File: src/source/rv_isa_pkg.sv
`default_nettype none

package rv_isa_pkg;

  // register width of the integer core
  localparam int XLEN = 32;

  // one data word as it travels between register file and units
  typedef logic [XLEN-1:0] word_t;

  // M extension divide group, funct3[1:0] of the instruction
  // bit 0 low selects a signed op
  // bit 1 high selects the remainder instead of the quotient
  typedef enum logic [1:0] {
    DIV  = 2'b00,
    DIVU = 2'b01,
    REM  = 2'b10,
    REMU = 2'b11
  } div_op_t;

endpackage

`default_nettype wire
File: src/source/div_pipe_pkg.sv
`default_nettype none

package div_pipe_pkg;

  // tag handed out by issue, one per in-flight instruction
  typedef logic [2:0] div_id_t;

  // one result table entry per possible id
  localparam int ID_COUNT = 2 ** $bits(div_id_t);

  // request from the execute stage
  typedef struct packed {
    rv_isa_pkg::word_t   dividend;
    rv_isa_pkg::word_t   divisor;
    rv_isa_pkg::div_op_t op;
    div_id_t             id;
  } div_req_t;

  // writeback lookup response
  // valid low means the id has no finished result yet
  typedef struct packed {
    logic              valid;
    rv_isa_pkg::word_t data;
  } div_res_t;

endpackage

`default_nettype wire

File: src/source/div_unit_top.sv
`timescale 1ns/1ns
`default_nettype none

module div_unit_top #(
  // one restoring step per result bit
  parameter int DIV_STEPS = $bits(rv_isa_pkg::word_t)
) (
  input  logic                   clk,
  input  logic                   rst_n,

  // execute side push
  input  div_pipe_pkg::div_req_t req_i,
  input  logic                   push_valid_i,
  output logic                   push_ready_o,

  // writeback side lookup
  input  logic                   wb_stall_i,
  input  div_pipe_pkg::div_id_t  pop_id_i,
  output div_pipe_pkg::div_res_t rsp_o
);

  core_divider_manager #(
    .DIV_STEPS(DIV_STEPS)
  ) i_manager (
    .clk         (clk),
    .rst_n       (rst_n),
    .req_i       (req_i),
    .push_valid_i(push_valid_i),
    .push_ready_o(push_ready_o),
    .wb_stall_i  (wb_stall_i),
    .pop_id_i    (pop_id_i),
    .rsp_o       (rsp_o)
  );

endmodule

`default_nettype wire

File: src/source/core_divider_manager.sv
`timescale 1ns/1ns
`default_nettype none

module core_divider_manager #(
  parameter int DIV_STEPS = $bits(rv_isa_pkg::word_t)
) (
  input  logic                   clk,
  input  logic                   rst_n,
  input  div_pipe_pkg::div_req_t req_i,
  input  logic                   push_valid_i,
  output logic                   push_ready_o,
  input  logic                   wb_stall_i,
  input  div_pipe_pkg::div_id_t  pop_id_i,
  output div_pipe_pkg::div_res_t rsp_o
);
  import rv_isa_pkg::*;
  import div_pipe_pkg::*;

  typedef enum logic {
    IDLE,
    BUSY
  } mgr_state_t;

  mgr_state_t state_q;

  // division in flight
  div_id_t run_id_q;
  logic    run_rem_q;

  // result table
  logic [ID_COUNT-1:0] valid_q;
  word_t               result_q [ID_COUNT];

  // writeback side
  div_id_t skid_id_q;
  logic    rsp_valid_q;
  word_t   rsp_data_q;

  logic    accept;
  logic    div_signed;
  logic    div_done;
  word_t   div_quo;
  word_t   div_rem;
  div_id_t rd_id;

  assign push_ready_o = (state_q == IDLE);
  assign accept       = push_valid_i && push_ready_o;
  assign div_signed   = (req_i.op == DIV) || (req_i.op == REM);

  always_ff @(posedge clk) begin
    if (!rst_n) begin
      state_q <= IDLE;
    end else begin
      case (state_q)
        IDLE: begin
          if (accept) begin
            state_q <= BUSY;
          end
        end
        BUSY: begin
          if (div_done) begin
            state_q <= IDLE;
          end
        end
        default: begin
          state_q <= IDLE;
        end
      endcase
    end
  end

  // remember where the result goes and which half is wanted
  always_ff @(posedge clk) begin
    if (accept) begin
      run_id_q  <= req_i.id;
      run_rem_q <= (req_i.op == REM) || (req_i.op == REMU);
    end
  end

  // accept and done are never in the same cycle
  always_ff @(posedge clk) begin
    if (!rst_n) begin
      valid_q <= '0;
    end else begin
      if (div_done) begin
        valid_q[run_id_q] <= 1'b1;
      end
      if (accept) begin
        valid_q[req_i.id] <= 1'b0;
      end
    end
  end

  always_ff @(posedge clk) begin
    if (div_done) begin
      result_q[run_id_q] <= run_rem_q ? div_rem : div_quo;
    end
  end

  // stalled writeback keeps looking at the last id it presented
  assign rd_id = wb_stall_i ? skid_id_q : pop_id_i;

  always_ff @(posedge clk) begin
    if (!rst_n) begin
      skid_id_q   <= '0;
      rsp_valid_q <= 1'b0;
    end else begin
      if (!wb_stall_i) begin
        skid_id_q <= pop_id_i;
      end
      rsp_valid_q <= valid_q[rd_id];
    end
  end

  always_ff @(posedge clk) begin
    rsp_data_q <= result_q[rd_id];
  end

  assign rsp_o = '{valid: rsp_valid_q, data: rsp_data_q};

  iter_divider #(
    .DIV_STEPS(DIV_STEPS)
  ) i_divider (
    .clk        (clk),
    .rst_n      (rst_n),
    .start_i    (accept),
    .dividend_i (req_i.dividend),
    .divisor_i  (req_i.divisor),
    .is_signed_i(div_signed),
    .quotient_o (div_quo),
    .remainder_o(div_rem),
    .done_o     (div_done)
  );

  // a result with no owner would land in a stale table entry
  a_done_when_busy: assert property (
    @(posedge clk) disable iff (!rst_n)
    div_done |-> (state_q == BUSY)
  );

  // one division at a time, nothing new until the running one finishes
  a_no_accept_in_flight: assert property (
    @(posedge clk) disable iff (!rst_n)
    accept |=> (!accept until_with div_done)
  );

endmodule

`default_nettype wire

File: src/source/iter_divider.sv
`timescale 1ns/1ns
`default_nettype none

module iter_divider #(
  parameter int DIV_STEPS = $bits(rv_isa_pkg::word_t)
) (
  input  logic              clk,
  input  logic              rst_n,
  input  logic              start_i,
  input  rv_isa_pkg::word_t dividend_i,
  input  rv_isa_pkg::word_t divisor_i,
  input  logic              is_signed_i,
  output rv_isa_pkg::word_t quotient_o,
  output rv_isa_pkg::word_t remainder_o,
  output logic              done_o
);
  import rv_isa_pkg::*;

  localparam int WORD_W    = $bits(word_t);
  localparam int CNT_W     = (DIV_STEPS > 1) ? $clog2(DIV_STEPS) : 1;
  // operands narrower than the word start at the top of the shift register
  localparam int PRE_SHIFT = WORD_W - DIV_STEPS;

  typedef enum logic [1:0] {
    IDLE,
    RUN,
    FIX
  } div_state_t;

  typedef logic [CNT_W-1:0] step_cnt_t;

  localparam step_cnt_t LAST_STEP = step_cnt_t'(DIV_STEPS - 1);

  div_state_t state_q;
  step_cnt_t  step_q;

  // magnitude datapath
  word_t rem_q;
  word_t quo_q;
  word_t dsr_q;

  // result fix-up flags, captured at start
  logic neg_quo_q;
  logic neg_rem_q;
  logic zero_dsr_q;

  word_t           abs_dividend;
  word_t           abs_divisor;
  logic            dividend_neg;
  logic            divisor_neg;
  logic [WORD_W:0] rem_shift;
  logic [WORD_W:0] trial;
  logic            fits;

  always_comb begin
    dividend_neg = is_signed_i && dividend_i[WORD_W-1];
    divisor_neg  = is_signed_i && divisor_i[WORD_W-1];
    // most negative value maps onto itself, read as unsigned it is correct
    abs_dividend = dividend_neg ? -dividend_i : dividend_i;
    abs_divisor  = divisor_neg ? -divisor_i : divisor_i;

    // bring down the next dividend bit and try the subtraction
    rem_shift = {rem_q, quo_q[WORD_W-1]};
    trial     = rem_shift - {1'b0, dsr_q};
    // borrow out of the top bit means the divisor did not fit
    fits      = !trial[WORD_W];
  end

  // control
  always_ff @(posedge clk) begin
    if (!rst_n) begin
      state_q <= IDLE;
      step_q  <= '0;
      done_o  <= 1'b0;
    end else begin
      done_o <= 1'b0;
      case (state_q)
        IDLE: begin
          if (start_i) begin
            state_q <= RUN;
            step_q  <= '0;
          end
        end
        RUN: begin
          step_q <= step_q + 1'b1;
          if (step_q == LAST_STEP) begin
            state_q <= FIX;
          end
        end
        FIX: begin
          state_q <= IDLE;
          done_o  <= 1'b1;
        end
        default: begin
          state_q <= IDLE;
        end
      endcase
    end
  end

  // datapath
  always_ff @(posedge clk) begin
    case (state_q)
      IDLE: begin
        if (start_i) begin
          rem_q      <= '0;
          quo_q      <= abs_dividend << PRE_SHIFT;
          dsr_q      <= abs_divisor;
          zero_dsr_q <= (divisor_i == '0);
          // quotient negative when signs differ, remainder follows dividend
          neg_quo_q  <= dividend_neg ^ divisor_neg;
          neg_rem_q  <= dividend_neg;
        end
      end
      RUN: begin
        rem_q <= fits ? trial[WORD_W-1:0] : rem_shift[WORD_W-1:0];
        quo_q <= {quo_q[WORD_W-2:0], fits};
      end
      FIX: begin
        // divide by zero returns all ones, the remainder already holds
        // the dividend magnitude since every trial fitted
        if (zero_dsr_q) begin
          quotient_o <= '1;
        end else begin
          quotient_o <= neg_quo_q ? -quo_q : quo_q;
        end
        remainder_o <= neg_rem_q ? -rem_q : rem_q;
      end
      default: begin
      end
    endcase
  end

  // the manager counts on a single done per division
  a_done_single: assert property (
    @(posedge clk) disable iff (!rst_n)
    done_o |=> !done_o
  );

endmodule

`default_nettype wire

File: config.mk
export PLATFORM = sky130hd
export DESIGN_NAME = div_unit_top
export DESIGN_NICKNAME = d
export VERILOG_FILES = /design/src/source/rv_isa_pkg.sv /design/src/source/div_pipe_pkg.sv /design/src/source/div_unit_top.sv /design/src/source/core_divider_manager.sv /design/src/source/iter_divider.sv
export SDC_FILE = /design/constraint.sdc
export NUM_CORES = 1
export LEC_CHECK = 0
export BUFFER_PORTS_ARGS = -buffer_cell sky130_fd_sc_hd__buf_2
export CAP_MARGIN = 20
export CORE_ASPECT_RATIO = 0.6
export CORE_UTILIZATION = 64
export DETAILED_ROUTE_END_ITERATION = 10
export PLACE_DENSITY_LB_ADDON = 0.05
export SLEW_MARGIN = 20
export SYNTH_ARGS = -nofsm -noshare
export SYNTH_HDL_FRONTEND = slang
export SYNTH_SLANG_ARGS = --single-unit
File: constraint.sdc
create_clock -name clk -period 9.15 [get_ports clk]
set_input_delay 0.4575 -clock clk [delete_from_list [all_inputs] [get_ports clk]]
set_output_delay 0.4575 -clock clk [all_outputs]
set_load 0.005 [all_outputs]
==> run_results.csv <==
group,metric,value,unit
logic_synthesis,synth_common_cells,"edfxtp_1 (423), nand2_1 (166), o21ai_0 (92)",
timing,setup-violations-final,0,
run_status,status,"finished clean",
global_route,antenna_found_initial,0,
cells_and_area,antennaDiodeCount,0,
global_route,grt_pass1_wl,75500,µm
power_and_ir_drop,switchingPower,1.29,mW
timing,tns,0,ns
die,die-area,35000,µm²
cts,postCtsSetupBuffers,0,
critical_path,critPathKind,"flip-flop to flip-flop",
die,die-width,241,µm
job,drv_cap,0,
timing,max-slew-margin-rel,0.315,
cells_and_area,nFillCells,2283,
drt,routed_via_density,6.12,
worst_hold_path,min_path_type,"primary input to flip-flop",
power_and_ir_drop,seqPwrFrac,0.495,
timing,hold_viol_final,0,
timing,maxSlewViolCount,0,
critical_path,cp.arrival,4.73,ns
placed_design,place_area,23100,µm²
logic_synthesis,synthCells,1597,
logic_synthesis,synth_area,21900,µm²
cts,cts_tree,"built",
timing,worst_slew_pin_slew,1.03,ns
cts,hold_buffers,0,
cts,root_buffer,"clkbuf_16",
drt,vias,13524,
timing,rsz0062_at_grt,"no",
placed_design,portBuffers,109,
cells_and_area,final_cells,2209,
power_and_ir_drop,p_per_area,208,nW/µm²
logic_synthesis,yosysTopAreaCell,"edfxtp_1",
timing,finalCriticalPeriod,4.34,ns
cells_and_area,area_growth,12.3,%
die,initial_core_util,0.650,
cts,htreeDepth,2,
cells_and_area,fin_util,0.731,
logic_synthesis,yosysWarningCount,0,
drt,routed_wl,48200,µm
logic_synthesis,synth_nets,1712,
die,io_pins,110,
logic_synthesis,synth_ff_type,"edfxtp_1",
global_route,grt_pass1_vias,13382,
cells_and_area,drive_above_1_share,0.208,
cts,path_clk_slew,0.06,ns
global_route,grt_max_degree,71,
die,core_area,33700,µm²
drt,drt_first_pass_iters,5,
cts,cts_sinks,476,
placed_design,finalWeightedCongestion,0.968,
power_and_ir_drop,swShare,0.252,
logic_synthesis,synth_top_area_share,0.579,
power_and_ir_drop,p_int,3.83,mW
cts,cts_buffers,43,
global_route,grtUsageTotal,0.284,
critical_path,crit_fanout,28,
placed_design,post-place-cells,2128,
global_route,overflow,0,
drt,drt-initial-drc-count,1402,
power_and_ir_drop,ir_worst_vdd,0.000162,V
power_and_ir_drop,cellLeakagePower,8.66,nW
timing,finalCritPeriodShare,0.475,
timing,fmax,230,MHz
die,die_y,145,µm
cts,ctsResizeCount,0,
logic_synthesis,synth_seq_area_share,0.628,
placed_design,hpwl,32200,µm
drt,routedWlPerCell,21.8,µm
critical_path,crit_required,9.53,ns
power_and_ir_drop,combPwrFrac,0.138,
logic_synthesis,async_reset_ff_frac,0,
logic_synthesis,yosysMostFrequentCell,"edfxtp_1",
timing,skew,0.0215,ns
power_and_ir_drop,power,5.12,mW
logic_synthesis,synth-edff-count,423,
logic_synthesis,synth_cell_types,58,
logic_synthesis,yosys_register_bits,476,
drt,drtAntennaViolNets,0,
cts,clockBufferDepth,3,
critical_path,cp-end-kind,"flip-flop",
cts,clk_latency,0.56,ns
drt,route.detailed.drc,0,
logic_synthesis,syn_avg_cell_area,13.7,µm²
logic_synthesis,synth.area.top_cells,"edfxtp_1 (58%), mux4_2 (6.6%), dfxtp_1 (4.8%)",
cells_and_area,nets,1831,
power_and_ir_drop,clkPwrFrac,0.367,
die,fp-row-count,52,
critical_path,start_kind,"flip-flop",
cells_and_area,stdcell_area,24600,µm²
[per-stage QoR]
stage / hold WS [ns] / worst slack (ns)
floorplan: 0.455 / 5.42
finish: 0.0878 / 4.81
CTS: 0.0679 / 4.89
detailed placement: 0.476 / 4.94
global placement: 0.464 / 5.06
global route: 0.0690 / 4.43
[per-layer routing]
layer / vias up / share of wire / GRT usage
met1: 6620 / 0.45 / 0.434
met2: 534 / 0.44 / 0.419
met4: 0 / 0.017 / 0.0608
met5: - / 0 / 0
met3: 71 / 0.089 / 0.0694
li1: 6299 / - / -
[worst max-delay path: stages, from the launching register on]
cell      delay (ns)
edfxtp_1        0.36
inv_1           0.08
ha_1            0.23
fa_1            0.40
nand2b_1        0.21
a21oi_1         0.31
nor3_1          0.11
o21a_1          0.35
a211oi_1        0.50
o211a_1         0.89
nand2_1         0.41
o31ai_1         0.31
[kinds of logic after synthesis]
kind of cell	count (synthesis)	share of synthesized area
buffers and inverters	124	0.0214
adder cells (fa/ha/maj)	39	0.0226
flip-flops	476	0.628
multiplexers	135	0.102
AO/OA/AOI/OAI	304	0.0877
XOR/XNOR	135	0.0539
AND/OR/NAND/NOR	384	0.0848
[layout make-up]
cell class	instances	area (µm²)	share of cell area
clock buffers	58	1170	0.0476
multi-input cells	997	7810	0.317
flip-flops and latches	476	13800	0.559
inverters	61	229	0.00930
clock inverters	21	302	0.0122
repair buffers	137	771	0.0313
well taps	459	574	0.0233
[final timing paths]
| path | start | end | slack [ns] | cells after the start |
|---|---|---|---|---|
| hold / removal | req_i[4] | i_manager.run_rem_q | 0.09 | 1 |
| setup reg to reg | i_manager.i_divider.quo_q[31] | i_manager.i_divider.rem_q[18] | 4.81 | 11 |
| setup / recovery | i_manager.i_divider.quo_q[31] | i_manager.i_divider.rem_q[18] | 4.81 | 11 |
| hold reg to reg | i_manager.valid_q[1] | i_manager.valid_q[1] | 0.49 | 2 |
[power by group through the flow]
stage	Combinational, mW	Clock [mW]	Sequential [mW]
after floorplan	0.499	0	2.55
after global placement	0.676	0	2.58
after detailed placement	0.691	0	2.58
after CTS	0.697	1.90	2.53
after global routing	0.782	1.97	2.54
final	0.708	1.88	2.53
[cell usage in the layout (no fill, tap or decap), types with 11 or more instances in the layout]
| master | Yosys | final |
|---|---|---|
| nor2b_1 | 18 | 16 |
| xnor2_1 | 78 | 78 |
| mux4_2 | 64 | 64 |
| nor2_1 | 60 | 54 |
| o21ai_0 | 92 | 92 |
| a21oi_1 | 85 | 85 |
| o21a_1 | 11 | 11 |
| nand2b_1 | 24 | 24 |
| xor2_1 | 57 | 57 |
| o41ai_1 | 14 | 14 |
| inv_1 | 61 | 60 |
| nor3_1 | 24 | 21 |
| nor4_1 | 12 | 12 |
| buf_2 | 0 | 109 |
| mux2_2 | 64 | 64 |
| ha_1 | 38 | 38 |
| o31ai_1 | 33 | 33 |
| buf_4 | 1 | 26 |
| nand3_1 | 14 | 14 |
| edfxtp_1 | 423 | 423 |
| clkbuf_1 | 53 | 11 |
| nand2_1 | 166 | 166 |
| clkbuf_16 | 0 | 43 |
| a21o_1 | 16 | 16 |
| or4_1 | 11 | 11 |
| dfxtp_1 | 53 | 53 |
| and3_1 | 14 | 14 |
[registers in the layout, indices dropped and copies added (netlist names), 2 cells and up]
signal	count
i_manager.result_q	256
i_manager.i_divider.dsr_q	32
i_manager.i_divider.quo_q	32
i_manager.i_divider.quotient_o	32
i_manager.i_divider.rem_q	32
i_manager.i_divider.remainder_o	32
i_manager.rsp_data_q	32
i_manager.valid_q	8
i_manager.i_divider.step_q	5
i_manager.run_id_q	3
i_manager.skid_id_q	3
i_manager.i_divider.state_q	2
Note: power is estimated with default switching activity, not from simulation.
